===== config.mk =====
export PLATFORM = sky130hd
export DESIGN_NAME = jpeg_out_top
export DESIGN_NICKNAME = d
export VERILOG_FILES = /design/src/rtl/jpeg_out_pkg.sv /design/src/rtl/bit_packer.sv /design/src/rtl/byte_stuffer.sv /design/src/rtl/code_decoder.sv /design/src/rtl/jpeg_out_top.sv
export SDC_FILE = /design/constraint.sdc
export NUM_CORES = 1
export LEC_CHECK = 0
export ABC_AREA = 1
export BUFFER_PORTS_ARGS = -buffer_cell sky130_fd_sc_hd__buf_4
export CORE_MARGIN = 1
export CORE_UTILIZATION = 45
export DETAILED_ROUTE_END_ITERATION = 12
export PLACE_DENSITY = 0.71
export SETUP_SLACK_MARGIN = 0.3
export SYNTH_ARGS = -nofsm -noshare
export SYNTH_HDL_FRONTEND = slang
export SYNTH_HIERARCHICAL = 1
export SYNTH_SLANG_ARGS = --single-unit
export TNS_END_PERCENT = 10

===== constraint.sdc =====
create_clock -name clock -period 6.7 [get_ports clock]
set_clock_uncertainty 0.05 [all_clocks]
set_input_delay 0 -clock clock [delete_from_list [all_inputs] [get_ports clock]]
set_output_delay 0 -clock clock [all_outputs]
set_load 0.005 [all_outputs]

===== src/rtl/jpeg_out_pkg.sv =====
// JPEG bitstream output package
// shared code, token and output byte types for the output stage,
// plus the JPEG marker constants used at the end of a frame

`default_nettype none

package jpeg_out_pkg;

    //////////////////////////////////////////////////////////////////////
    // code format

    // longest variable-length code from the entropy coder
    localparam int MAX_CODE_LEN = 32;
    // length field, holds 0 to 32
    localparam int LEN_W = 6;
    // at most 7 held bits plus one full code
    localparam int ACC_W = 40;

    //////////////////////////////////////////////////////////////////////
    // JPEG bytes

    localparam logic [7:0] STUFF_BYTE    = 8'h00;
    localparam logic [7:0] MARKER_PREFIX = 8'hFF;
    localparam logic [7:0] EOI_CODE      = 8'hD9;

    // right-aligned code; bits above len may be garbage on input
    typedef struct packed {
        logic [MAX_CODE_LEN-1:0] bits;
        logic [LEN_W-1:0]        len;
        logic                    last;
    } code_t;

    // packed byte from the bit packer
    // eof marks the padded final byte, or a data-free token
    typedef struct packed {
        logic [7:0] data;
        logic       eof;
    } byte_tok_t;

    // stuffed output byte, eoi set only on the 0xD9 byte
    typedef struct packed {
        logic [7:0] data;
        logic       eoi;
    } out_byte_t;

endpackage

`default_nettype wire


===== src/rtl/bit_packer.sv =====
// bit packer
// appends variable-length codes MSB first into an accumulator and
// emits whole bytes. after the last code of a frame the remaining
// bits are padded with ones and an eof token closes the frame

`default_nettype none

module bit_packer (
    input  wire logic                  clock,
    input  wire logic                  nreset,
    input  wire jpeg_out_pkg::code_t   dec_i,
    input  wire logic                  dec_valid_i,
    output logic                       dec_ready_o,
    output jpeg_out_pkg::byte_tok_t    tok_o,
    output logic                       tok_valid_o,
    input  wire logic                  tok_ready_i
);
    import jpeg_out_pkg::*;

    // held bits sit at the top of the accumulator, zeros below them
    logic [ACC_W-1:0] acc_q;
    logic [LEN_W-1:0] fill_q;
    logic             finishing_q;

    logic             has_byte;
    logic             dec_take;
    logic             tok_take;
    logic [LEN_W-1:0] shift_amt;
    logic [ACC_W-1:0] appended;

    assign has_byte = (fill_q >= LEN_W'(8));

    // accept only with a partial byte held and no frame closing
    assign dec_ready_o = !has_byte && !finishing_q;
    assign tok_valid_o = has_byte || finishing_q;

    assign dec_take = dec_valid_i && dec_ready_o;
    assign tok_take = tok_valid_o && tok_ready_i;

    // new bits land just below the held bits
    // fill < 8 and len <= 32, so the shift is at least one
    assign shift_amt = LEN_W'(ACC_W) - fill_q - dec_i.len;
    assign appended  = ACC_W'(dec_i.bits) << shift_amt;

    //////////////////////////////////////////////////////////////////////
    // output token

    always_comb begin
        tok_o.data = acc_q[ACC_W-1 -: 8];
        tok_o.eof  = 1'b0;
        if (finishing_q && !has_byte) begin
            tok_o.eof = 1'b1;
            if (fill_q == '0) begin
                // frame ended on a byte boundary, nothing to send
                tok_o.data = 8'h00;
            end else begin
                // pad the low positions with ones
                tok_o.data = acc_q[ACC_W-1 -: 8] | (8'hFF >> fill_q);
            end
        end
    end

    //////////////////////////////////////////////////////////////////////
    // accumulator

    always_ff @(posedge clock) begin
        if (nreset) begin
            acc_q       <= '0;
            fill_q      <= '0;
            finishing_q <= 1'b0;
        end else if (dec_take) begin
            acc_q  <= acc_q | appended;
            fill_q <= fill_q + dec_i.len;
            if (dec_i.last) begin
                finishing_q <= 1'b1;
            end
        end else if (tok_take) begin
            if (tok_o.eof) begin
                acc_q       <= '0;
                fill_q      <= '0;
                finishing_q <= 1'b0;
            end else begin
                acc_q  <= acc_q << 8;
                fill_q <= fill_q - LEN_W'(8);
            end
        end
    end

endmodule

`default_nettype wire


===== src/rtl/byte_stuffer.sv =====
// byte stuffer
// output stage of the JPEG stream. inserts 0x00 after every 0xFF data
// byte and closes each frame with the unstuffed marker 0xFF 0xD9

`default_nettype none

module byte_stuffer (
    input  wire logic                    clock,
    input  wire logic                    nreset,
    input  wire jpeg_out_pkg::byte_tok_t tok_i,
    input  wire logic                    tok_valid_i,
    output logic                         tok_ready_o,
    output jpeg_out_pkg::out_byte_t      out_o,
    output logic                         out_valid_o,
    input  wire logic                    out_ready_i
);
    import jpeg_out_pkg::*;

    // state names the byte to load once the output register frees up
    typedef enum logic [1:0] {
        ST_PASS,
        ST_STUFF,
        ST_MARKER_PREFIX,
        ST_MARKER_CODE
    } state_t;

    state_t    state_q;
    state_t    state_d;
    logic      eoi_pending_q;
    logic      eoi_pending_d;
    out_byte_t out_q;
    logic      out_valid_q;
    logic      slot_free;
    logic      tok_take;
    logic      tok_has_data;
    logic      load;
    out_byte_t load_byte;

    assign slot_free   = !out_valid_q || out_ready_i;
    assign tok_ready_o = (state_q == ST_PASS) && slot_free;
    assign tok_take    = tok_valid_i && tok_ready_o;

    // a padded final byte always ends in a one bit
    assign tok_has_data = !tok_i.eof || tok_i.data[0];

    //////////////////////////////////////////////////////////////////////
    // sequencer

    always_comb begin
        load          = 1'b0;
        load_byte     = '0;
        state_d       = state_q;
        eoi_pending_d = eoi_pending_q;
        case (state_q)
            ST_PASS: begin
                if (tok_take) begin
                    load = 1'b1;
                    if (tok_has_data) begin
                        load_byte.data = tok_i.data;
                        if (tok_i.data == MARKER_PREFIX) begin
                            state_d       = ST_STUFF;
                            eoi_pending_d = tok_i.eof;
                        end else if (tok_i.eof) begin
                            state_d = ST_MARKER_PREFIX;
                        end
                    end else begin
                        // empty eof token goes straight to the marker
                        load_byte.data = MARKER_PREFIX;
                        state_d        = ST_MARKER_CODE;
                    end
                end
            end
            ST_STUFF: begin
                if (slot_free) begin
                    load           = 1'b1;
                    load_byte.data = STUFF_BYTE;
                    state_d        = eoi_pending_q ? ST_MARKER_PREFIX : ST_PASS;
                    eoi_pending_d  = 1'b0;
                end
            end
            ST_MARKER_PREFIX: begin
                if (slot_free) begin
                    load           = 1'b1;
                    load_byte.data = MARKER_PREFIX;
                    state_d        = ST_MARKER_CODE;
                end
            end
            default: begin
                if (slot_free) begin
                    load           = 1'b1;
                    load_byte.data = EOI_CODE;
                    load_byte.eoi  = 1'b1;
                    state_d        = ST_PASS;
                end
            end
        endcase
    end

    always_ff @(posedge clock) begin
        if (nreset) begin
            state_q       <= ST_PASS;
            eoi_pending_q <= 1'b0;
            out_valid_q   <= 1'b0;
        end else begin
            state_q       <= state_d;
            eoi_pending_q <= eoi_pending_d;
            if (load) begin
                out_valid_q <= 1'b1;
            end else if (out_ready_i) begin
                out_valid_q <= 1'b0;
            end
        end
    end

    always_ff @(posedge clock) begin
        if (load) begin
            out_q <= load_byte;
        end
    end

    assign out_o       = out_q;
    assign out_valid_o = out_valid_q;

endmodule

`default_nettype wire


===== src/rtl/code_decoder.sv =====
// code decoder
// input register stage of the output path. clears code bits above the
// code length and drops empty codes unless they close a frame

`default_nettype none

module code_decoder (
    input  wire logic                  clock,
    input  wire logic                  nreset,
    input  wire jpeg_out_pkg::code_t   code_i,
    input  wire logic                  code_valid_i,
    output logic                       code_ready_o,
    output jpeg_out_pkg::code_t        dec_o,
    output logic                       dec_valid_o,
    input  wire logic                  dec_ready_i
);
    import jpeg_out_pkg::*;

    code_t                   dec_q;
    logic                    dec_valid_q;
    logic                    active_q;
    logic                    take;
    logic                    keep;
    logic [MAX_CODE_LEN-1:0] len_mask;

    // held low through reset and the cycle after it
    assign code_ready_o = active_q && (!dec_valid_q || dec_ready_i);
    assign take         = code_valid_i && code_ready_o;

    // an empty last code still ends the frame
    assign keep = (code_i.len != '0) || code_i.last;

    always_comb begin
        if (code_i.len >= LEN_W'(MAX_CODE_LEN)) begin
            len_mask = {MAX_CODE_LEN{1'b1}};
        end else begin
            len_mask = ~({MAX_CODE_LEN{1'b1}} << code_i.len);
        end
    end

    always_ff @(posedge clock) begin
        if (nreset) begin
            active_q    <= 1'b0;
            dec_valid_q <= 1'b0;
        end else begin
            active_q <= 1'b1;
            if (take) begin
                dec_valid_q <= keep;
            end else if (dec_ready_i) begin
                dec_valid_q <= 1'b0;
            end
        end
    end

    always_ff @(posedge clock) begin
        if (take && keep) begin
            dec_q.bits <= code_i.bits & len_mask;
            dec_q.len  <= code_i.len;
            dec_q.last <= code_i.last;
        end
    end

    assign dec_o       = dec_q;
    assign dec_valid_o = dec_valid_q;

endmodule

`default_nettype wire


===== src/rtl/jpeg_out_top.sv =====
// JPEG bitstream output stage
// takes variable-length codes with a length and a frame-end flag and
// produces the stuffed JPEG byte stream, each frame closed by 0xFF 0xD9
// code decode, bit packing and byte stuffing run as three stages

`default_nettype none

module jpeg_out_top (
    input  wire logic                  clock,
    input  wire logic                  nreset,
    input  wire jpeg_out_pkg::code_t   code_i,
    input  wire logic                  code_valid_i,
    output logic                       code_ready_o,
    output jpeg_out_pkg::out_byte_t    out_o,
    output logic                       out_valid_o,
    input  wire logic                  out_ready_i
);
    import jpeg_out_pkg::*;

    //////////////////////////////////////////////////////////////////////
    // stage links

    code_t     dec;
    logic      dec_valid;
    logic      dec_ready;
    byte_tok_t tok;
    logic      tok_valid;
    logic      tok_ready;

    code_decoder u_code_decoder (
        .clock        (clock),
        .nreset       (nreset),
        .code_i       (code_i),
        .code_valid_i (code_valid_i),
        .code_ready_o (code_ready_o),
        .dec_o        (dec),
        .dec_valid_o  (dec_valid),
        .dec_ready_i  (dec_ready)
    );

    bit_packer u_bit_packer (
        .clock       (clock),
        .nreset      (nreset),
        .dec_i       (dec),
        .dec_valid_i (dec_valid),
        .dec_ready_o (dec_ready),
        .tok_o       (tok),
        .tok_valid_o (tok_valid),
        .tok_ready_i (tok_ready)
    );

    byte_stuffer u_byte_stuffer (
        .clock       (clock),
        .nreset      (nreset),
        .tok_i       (tok),
        .tok_valid_i (tok_valid),
        .tok_ready_o (tok_ready),
        .out_o       (out_o),
        .out_valid_o (out_valid_o),
        .out_ready_i (out_ready_i)
    );

endmodule

`default_nettype wire


After elaboration in Yosys (flattened, before gate mapping)
Index checks and enable logic that the tools add are counted.
{"block": "op_classes", "addsub": 4, "magnitude_cmp": 2, "n_eq_ne": 10, "shift": 3, "muxes": 40, "n_bitwise": 4, "n_reduce_logical": 31}
{"operator": "two-way mux 40 bit", "count": 3}
{"operator": "OR 40 bit", "count": 1}
{"operator": "left shift 32 x 6 -> 40 bit", "count": 1}
{"operator": "bitwise AND 32 bit", "count": 1}
{"operator": "two-way mux 32 bit", "count": 1}
{"operator": "two-way mux 8 bit", "count": 4}
{"operator": "inverter 32 bit", "count": 1}
{"operator": "left shift 32 x 6 -> 32 bit (first input constant)", "count": 1}
{"operator": "case mux 8 bit (3 select lines)", "count": 1}
{"operator": "two-way mux 6 bit", "count": 3}
{"operator": "two-way mux 9 bit", "count": 2}
{"operator": "two-way mux 1 bit", "count": 16}
{"operator": "two-way mux 2 bit", "count": 8}
{"operator": "nonzero test 2 bit", "count": 6}
{"operator": "AND reduction 5 bit", "count": 2}
{"operator": "equality test 8 bit (second input constant)", "count": 1}
{"operator": "logical AND 1 bit", "count": 8}
{"operator": "OR 8 bit", "count": 1}
{"operator": "right shift 8 x 6 -> 8 bit (first input constant)", "count": 1}
{"operator": "adder 6 bit", "count": 1}
{"operator": "greater-or-equal comparator 6 x 4 -> 1 bit (second input constant)", "count": 1}
{"operator": "greater-or-equal comparator 6 bit (second input constant)", "count": 1}
{"operator": "zero test 6 bit", "count": 1}
{"operator": "inequality test 2 x 1 -> 1 bit (second input constant)", "count": 3}
{"operator": "15 further kinds", "count": 25}
{"block": "word_totals", "register_bits": 101, "in_bits": 43}

Longest topological paths before layout
Gate-level depths: netlist of the first run.
{"block": "logic_depth", "ltp_word": 9, "mapped_depth": 18}

Modules after synthesis
The synthesis of the first run kept the hierarchy.
{"mod": "bit_packer", "n_inst": 1, "cells_per_inst": 792, "area_per_inst_um2": 4717.0}
{"mod": "code_decoder", "n_inst": 1, "cells_per_inst": 143, "area_per_inst_um2": 1696.6}
{"mod": "byte_stuffer", "n_inst": 1, "cells_per_inst": 83, "area_per_inst_um2": 668.1}

Worst setup path after synthesis of the first run
No wires, ideal clock.
{"block": "synth_timing", "kind": "reg-to-reg", "start": "register u_code_decoder.dec_q, in the netlist u_code_decoder/dec_o[2]", "end": "register u_bit_packer.acc_q[33]", "setup_ns": 0.128, "t_arrival_ns": 2.398, "t_required_ns": 6.522, "setup_slack_ns": 4.125, "stages_incl_launch_ff": 16, "n_path_buf": 2, "synth_period_minus_slack_ns": 2.575, "path_cell_list": "edfxtp_1 -> ha_1 -> fa_1 -> inv_1 -> ha_1 -> buf_2 -> inv_2 -> buf_2 -> nand3_1 -> nand2_1 -> o21ai_0 -> nand2_1 -> nand3_1 -> nand2_1 -> a21oi_1 -> nor2_1"}
{"block": "synth_via", "elab_chain_len": 4}
{"item": "start: declaration", "line_no": "code_decoder.sv:19", "rtl": "code_t dec_q;"}
{"item": "subtractor 6 bit", "line_no": "bit_packer.sv:42", "rtl": "assign shift_amt = LEN_W'(ACC_W) - fill_q - dec_i.len;"}
{"item": "left shift 32 x 6 -> 40 bit", "line_no": "bit_packer.sv:43", "rtl": "assign appended = ACC_W'(dec_i.bits) << shift_amt;"}
{"item": "OR 40 bit", "line_no": "bit_packer.sv:72", "rtl": "acc_q <= acc_q | appended;"}
{"item": "two-way mux 40 bit", "line_no": "bit_packer.sv:71", "rtl": "end else if (dec_take) begin"}
{"item": "end signal: assignment", "line_no": "bit_packer.sv:72"}
{"item": "end signal: assignment", "line_no": "bit_packer.sv:83", "rtl": "acc_q <= acc_q << 8;"}
{"item": "end: declaration", "line_no": "bit_packer.sv:21", "rtl": "logic [ACC_W-1:0] acc_q;"}
Every way passes these cells.
A chain may end at the register's enable or synchronous reset.

Worst setup path after layout of the first run
{"block": "layout_timing", "start": "register u_code_decoder.dec_q, in the netlist u_code_decoder/dec_o[2]", "end": "register u_bit_packer.acc_q[36]"}
Same word-level chain as after synthesis.

==> out/summary.txt, run 1 <==
Synth Area per Inst: 6.96 sq um
via/cell ratio: 5.31
crit path time final: 3.28 ns
Hold WC Path Type: in2reg
number of enable flip-flop cells after synthesis: 48
sw frac: 47.9%
fin crit share: 48.9%
Finished Layout Cells: 1,296
Reg power frac: 26.7%
initial antenna violation count: 1
H-tree lvl count: 3
CP required: 6.88 ns
slew of the pin with the lowest slew margin: 0.901 ns
nature of the critical path endpoint: register
xor/xnor share of the synthesized area: 0.618%
total placed cells including tap cells: 1,238
initial drt markers: 641
final setup vio count: 0
routed vias: 6,888
Detailed Route WL: 18.8 mm
status: complete, no violations
hold wc startpoint: nreset
Distinct cells, synth: 48
WS Path Type: reg2reg
leakage power: 3.46 nW
Max Root-Sink Buffers: 2
final core occ: 53.5%
Synth Warn #: 6
num rows: 45
Psw: 1.41 mW
drt wl/cell: 14.5 um
CTS resizes: 0
slowest CP cell: fa_1
asr flop ratio synth: 0%
adder-cell share of the synthesized area: 2.97%
flops & latches, synth: 101
core outline area: 15,300 sq um
TritonCTS Sinks: 101
Clock power frac: 17.5%
worst-path fanout max: 36
DRC: 0
FMAX: 305 MHz
Int Power: 1.54 mW
TNS Setup: 0 ns
Pwr Density: 362 nW/um^2
Critical Path, Cell by Cell: ha_1, fa_1, inv_1, ha_1, buf_4, inv_2, nand3_1, nand2_1, o21ai_0, nand2_1, nand3_1, nand2_1, a21oi_1, nor2_1
total global routing overflow: 0
Post-Synth Simple-Gate Area: 35.4%
Seq/Total Area, Yosys: 35.3%
number of port buffers: 53
largest net degree at the start of global routing: 40
Max-slew headroom: 39.9%
number of global-route vias before repair: 6,189
Post-DP Area: 7460 sq um
Design Power: 2.95 mW
Routed Antenna Nets: 0
clk slew on worst S/H paths: 0.07 ns
DR pass1 iterations: 6
Die W: 127 um
largest family of logic cells by synthesized area: simple AND/OR/NAND/NOR gates
Worst path max stage delay: 0.48 ns
Finished Cell Area: 8160 sq um
Synth Flop Type: dfxtp_1
Final Max Tran Viols: 0
maxcap violations: 0
die area: 16,200 sq um
maximum vdd drop: 0.230 mV
Routability Congestion: 0.900
crit path launch: u_code_decoder/dec_o[2]$_DFFE_PP_
Worst path most repeated cell: nand2_1
layout cells sized above 1: 11.3%
Worst Path Arrival: 3.45 ns
Comb pwr share: 55.7%
Num CTS Buffers: 9
later-pin clock latency in the skew report: 0.36 ns
CTS tree: done
Setup Fix Bufs, Post-CTS: 0
Nets: 1,137
mux cell area share after synthesis: 0%
Die Ht: 127 um
RSZ-0062 raised after global routing: no
Reg-to-Reg Start: u_code_decoder/dec_o[2]$_DFFE_PP_
hpwl dp: 13.5 mm
compound-gate portion of the synthesized area: 14.1%
first-pass GRT wire length: 31.2 mm
post-synth net total: 1,076
# IOs: 54
Synth Instances: 1,018
Area Overhead vs Synth: 15.2%
Hold Vio Cnt, Final: 0
clk root buf: clkbuf_16
Initial Utilization: 46.4%
post-synthesis cell area: 7080 sq um
Total GRT Usage: 24.2%
Worst setup SP type: register
[layout make-up]
class	count	area (sq um)
repair buffers	99	846
clock buffers	12	236
clock inverters	4	50.0
well taps	211	264
diodes	1	2.50
flip-flops and latches	101	2500
multi-input cells	739	3760
fillers	1451	7100
inverters	129	502
[layer usage]
layer  global-route usage, %  share of wire, %  routed length [um]  vias to the layer above
met5                       0                 0                   0                        -
met2                    37.0                44                8180                      253
met4                    12.0               3.6                 678                        0
met3                    2.81               5.3                 993                       38
met1                    33.8                47                8910                     3091
li1                        -                 -                   -                     3506
[cells in the final DEF (no fill, tap or decap), types with 3 or more instances in the layout]
cell           count
inv_2              4
edfxtp_1          48
a21oi_1           65
a21oi_2            7
o22ai_1           26
o21ai_1            5
clkbuf_1           3
nor2_4             3
o21ai_0           42
xor2_1             4
o211ai_1           6
buf_4             58
nand3_1          181
a21boi_0           4
nand2_4            3
fa_1               3
nand3_2           12
nand2_2            8
nor2_1            92
inv_1            121
o21a_1             4
nand2_1          230
nand4_1            4
clkbuf_16          9
inv_4              3
a31oi_1           10
dfxtp_1           53
dlygate4sd3_1     41
ha_1              12
[synth_stat cells (4+ instances only)]
| master | number | area [sq um] |
|---|---|---|
| a21oi_2 | 7 | 61.3 |
| buf_4 | 6 | 45.0 |
| clkbuf_1 | 8 | 30.0 |
| buf_6 | 7 | 78.8 |
| dfxtp_1 | 53 | 1060 |
| nand4_1 | 4 | 25.0 |
| nand3_1 | 181 | 906 |
| ha_1 | 12 | 150 |
| o21a_1 | 4 | 30.0 |
| o211ai_1 | 6 | 45.0 |
| buf_2 | 24 | 120 |
| nor2_1 | 92 | 345 |
| nand2_2 | 8 | 50.1 |
| xor2_1 | 4 | 35.0 |
| o21ai_0 | 42 | 210 |
| o22ai_1 | 26 | 163 |
| a21oi_1 | 65 | 325 |
| a31oi_1 | 10 | 62.6 |
| inv_1 | 121 | 454 |
| inv_2 | 4 | 15.0 |
| o21ai_1 | 5 | 25.0 |
| nand3_2 | 12 | 120 |
| nand2_1 | 230 | 863 |
| edfxtp_1 | 48 | 1440 |
| a21boi_0 | 4 | 30.0 |
[metrics by stage]
step / setup slack [ns] / hold slack [ns]
6_report: 3.42 / 0.0113
5_1_grt: 3.17 / 0.0289
4_1_cts: 3.47 / 0.00450
3_5_place_dp: 3.49 / 0.150
3_3_place_gp: 3.54 / 0.144
2_1_floorplan: 4.12 / 0.00652
[cell families (layout without fill, tap and decap cells)]
family	Yosys count	count (layout)
other	0	1
adders and majority gates	15	15
AOI/OAI and AO/OA	174	174
xor gates and xnor gates	5	5
DFF	101	101
and+or+nand+nor	545	545
buffers and inverters	178	244
[power groups by stage]
| stage | registers, mW | logic, mW | clock network [mW] |
|---|---|---|---|
| after floorplan | 0.798 | 1.31 | 0 |
| after global placement | 0.801 | 1.59 | 0 |
| after detailed placement | 0.803 | 1.59 | 0 |
| after CTS | 0.790 | 1.62 | 0.527 |
| after global routing | 0.797 | 1.84 | 0.553 |
| final | 0.789 | 1.64 | 0.517 |
[path summary, 6_finish.rpt]
path	end	slack, ns	cells past startpoint
worst max-delay path	u_bit_packer/acc_q[36]$_SDFFE_PP0P_	3.42	14
worst max register to register	u_bit_packer/acc_q[36]$_SDFFE_PP0P_	3.42	14
worst min register to register	u_bit_packer/acc_q[2]$_SDFFE_PP0P_	0.41	2
worst min-delay path	u_code_decoder/active_q$_DFF_P_	0.01	2
[critical path, delay by kind of cell (launching register included)]
kind	cells	cell delay, ns
simple gates	6	0.55
flops	1	0.41
compound gates	2	0.43
buf+inv	3	0.71
fa+ha+maj	3	0.99
[flip-flops by register name (all words and copies together), names as in the netlist]
| name | count |
|---|---|
| u_bit_packer/acc_q | 40 |
| u_bit_packer/fill_q | 6 |
| u_bit_packer/finishing_q | 1 |
| u_byte_stuffer/eoi_pending_q | 1 |
| u_byte_stuffer/out_o | 9 |
| u_byte_stuffer/out_valid_o | 1 |
| u_byte_stuffer/state_q | 2 |
| u_code_decoder/active_q | 1 |
| u_code_decoder/dec_o | 39 |
| u_code_decoder/dec_valid_o | 1 |
[timing repair]
action                                 4_1_cts  5_1_grt
setup endpoints to repair                    0        0
endpoints found under the hold margin       40        0
hold buffers                                41        0
Power figures use the tool's default switching activity.
==> run 2, diff against run 1 <==
==> constraint.sdc (replaced) <==
create_clock -name clock -period 3.25 [get_ports clock]
set_clock_uncertainty 0.05 [all_clocks]
set_input_delay 0 -clock clock [delete_from_list [all_inputs] [get_ports clock]]
set_output_delay 0 -clock clock [all_outputs]
set_load 0.005 [all_outputs]
==> run 2 against run 1 <==
Effect of this change: sequential cell count unchanged; cell area is 0.90% higher; non-clock buffer count is 6 higher; count of clock-buffer cells in the layout fell by 1; clock power is 97% higher; routed wire length grew 0.35%; setup slack got worse by 2.9 ns; register-to-register slack got worse by 2.9 ns; critical path type unchanged.
==> out/summary.txt, run 2 (same netlist as run 1, synthesis figures left out) <==
status: complete, no violations (unchanged)
Total GRT Usage: 24.4% (was 24.2%)
Psw: 2.96 mW (was 1.41 mW)
Comb pwr share: 57.2% (was 55.7%)
clk slew on worst S/H paths: 0.06 ns (was 0.07 ns)
Clock power frac: 16.5% (was 17.5%)
TritonCTS Sinks: 101 (unchanged)
Max Root-Sink Buffers: 2 (unchanged)
Die W: 127 um (unchanged)
dpl ws: 0.412 ns (was 3.49 ns)
largest net degree at the start of global routing: 40 (unchanged)
Num CTS Buffers: 9 (unchanged)
clk root buf: clkbuf_16 (unchanged)
Fin Hold WS: 0.131 ns (was 0.0113 ns)
Hold Vio Cnt, Final: 0 (unchanged)
worst-path fanout max: 35 (was 36)
max reg flops: 40 (unchanged)
largest reg by FF count: u_bit_packer/acc_q (unchanged)
# diodes: 0 (was 1)
Worst R2R Setup Slack: 0.54 ns (was 3.42 ns)
num rows: 45 (unchanged)
DRC: 0 (unchanged)
DR pass1 iterations: 8 (was 6)
Post-DP Area: 7510 sq um (was 7460 sq um)
FMAX: 369 MHz (was 305 MHz)
Pwr Density: 749 nW/um^2 (was 362 nW/um^2)
number of port buffers: 53 (unchanged)
Worst Path Arrival: 2.95 ns (was 3.45 ns)
die area: 16,200 sq um (unchanged)
Detailed Route WL: 18.8 mm (about the same)
initial antenna violation count: 0 (was 1)
maxcap violations: 0 (unchanged)
commonest cells after routing, fill and taps aside: nand2_1 (230), nand3_1 (181), inv_1 (121) (unchanged)
Hold WC Path Type: in2reg (unchanged)
final worst-path setup slack: 0.540 ns (was 3.42 ns)
WS Path Type: reg2reg (unchanged)
CP required: 3.49 ns (was 6.88 ns)
hpwl dp: 13.5 mm (about the same)
layout cells sized above 1: 11.7% (was 11.3%)
Worst setup SP type: register (unchanged)
Routability Congestion: 0.968 (was 0.900)
final setup vio count: 0 (unchanged)
most common cell after layout, fill and taps aside: nand2_1 (unchanged)
RSZ-0062 raised after global routing: yes (was no)
H-tree lvl count: 3 (unchanged)
Setup Fix Bufs, Post-CTS: 0 (unchanged)
via/cell ratio: 5.36 (was 5.31)
Int Power: 3.21 mW (was 1.54 mW)
sw frac: 48.0% (was 47.9%)
Max-slew headroom: 62.6% (was 39.9%)
routed vias: 6,967 (was 6,888)
TNS Setup: 0 ns (unchanged)
nature of the critical path endpoint: register (unchanged)
Finished Cell Area: 8230 sq um (was 8160 sq um)
crit path time final: 2.71 ns (was 3.28 ns)
first-pass GRT wire length: 31.1 mm (was 31.2 mm)
drt wl/cell: 14.5 um (about the same)
maximum vdd drop: 0.327 mV (was 0.230 mV)
initial drt markers: 633 (was 641)
Reg power frac: 26.4% (was 26.7%)
Design Power: 6.17 mW (was 2.95 mW)
Final Max Tran Viols: 0 (unchanged)
FILL cells: 1,416 (was 1,451)
fin crit share: 83.4% (was 48.9%)
slew of the pin with the lowest slew margin: 0.561 ns (was 0.901 ns)
Initial Utilization: 46.4% (unchanged)
leakage power: 3.49 nW (was 3.46 nW)
# IOs: 54 (unchanged)
total global routing overflow: 0 (unchanged)
Routed Antenna Nets: 0 (unchanged)
Area Overhead vs Synth: 16.3% (was 15.2%)
number of global-route vias before repair: 6,349 (was 6,189)
Die Ht: 127 um (unchanged)
later-pin clock latency in the skew report: 0.36 ns (about the same)
core outline area: 15,300 sq um (unchanged)
CTS tree: done (unchanged)
Nets: 1,143 (was 1,137)
-- run 2: changes by cell type in the layout (fill, tap and decap cells not counted), moves of 2 or more --
| cell | previous run | this run |
|---|---|---|
| nand2_2 | 8 | 6 |
| clkbuf_1 | 3 | 1 |
| clkinv_1 | 0 | 3 |
| buf_4 | 58 | 61 |
-- run 2: power groups by stage --
stage	logic (mW)	clock network, mW	registers [mW]
floorplan	2.69	0	1.64
global placement	3.37	0	1.65
detailed placement	3.37	0	1.65
CTS	3.42	1.04	1.63
global route	3.92	1.09	1.64
finish	3.53	1.02	1.63
-- run 2: worst paths after layout --
path | start | endpoint | depth (start not counted)
max reg2reg | u_code_decoder/dec_o[2]$_DFFE_PP_ | u_bit_packer/acc_q[34]$_SDFFE_PP0P_ | 13
max | u_code_decoder/dec_o[2]$_DFFE_PP_ | u_bit_packer/acc_q[34]$_SDFFE_PP0P_ | 13
min | out_ready_i | u_byte_stuffer/out_o[3]$_DFFE_PP_ | 5
min reg2reg | u_bit_packer/acc_q[2]$_SDFFE_PP0P_ | u_bit_packer/acc_q[2]$_SDFFE_PP0P_ | 2
-- run 2: layout make-up --
cell class / count / area, sq um / share of cell area [%]
multi-input cells: 739 / 3770 / 45.9
clock buffers: 11 / 254 / 3.09
repair buffers: 105 / 910 / 11.0
inverters: 129 / 504 / 6.12
clock inverters: 5 / 23.8 / 0.289
flip-flops and latches: 101 / 2500 / 30.4
well taps: 211 / 264 / 3.21
-- run 2: metrics by stage --
stage | cells | util (%)
2_1_floorplan | 1018 | -
3_3_place_gp | 1243 | 49.2
3_5_place_dp | 1243 | 49.2
4_1_cts | 1301 | 53.8
5_1_grt | 1301 | 54.0
6_report | 1301 | 54.0
-- run 2: critical path, cell delays in order, from the launching register on --
cell and delay (ns):
edfxtp_1 0.39, ha_1 0.23, fa_1 0.48, inv_1 0.05, ha_1 0.34, buf_6 0.27, nand3_1 0.10, o21ai_0 0.14
nand2_1 0.09, nand3_1 0.15, nand3_1 0.10, nand2_1 0.08, nand2_1 0.04, a21oi_1 0.12
-- run 2: routing by layer --
metal	up-vias	share of wire, %	GRT usage (%)
met2	301	45	38.8
met3	56	6.2	3.31
met5	-	0	0
li1	3529	-	-
met1	3081	45	32.5
met4	0	3.9	12.5
-- run 2: timing repair --
item | 4_1_cts | 5_1_grt
resized for setup | 0 | 7
hold buffers | 42 | 0
setup endpoints to repair | 0 | 23
endpoints found under the hold margin | 41 | 0
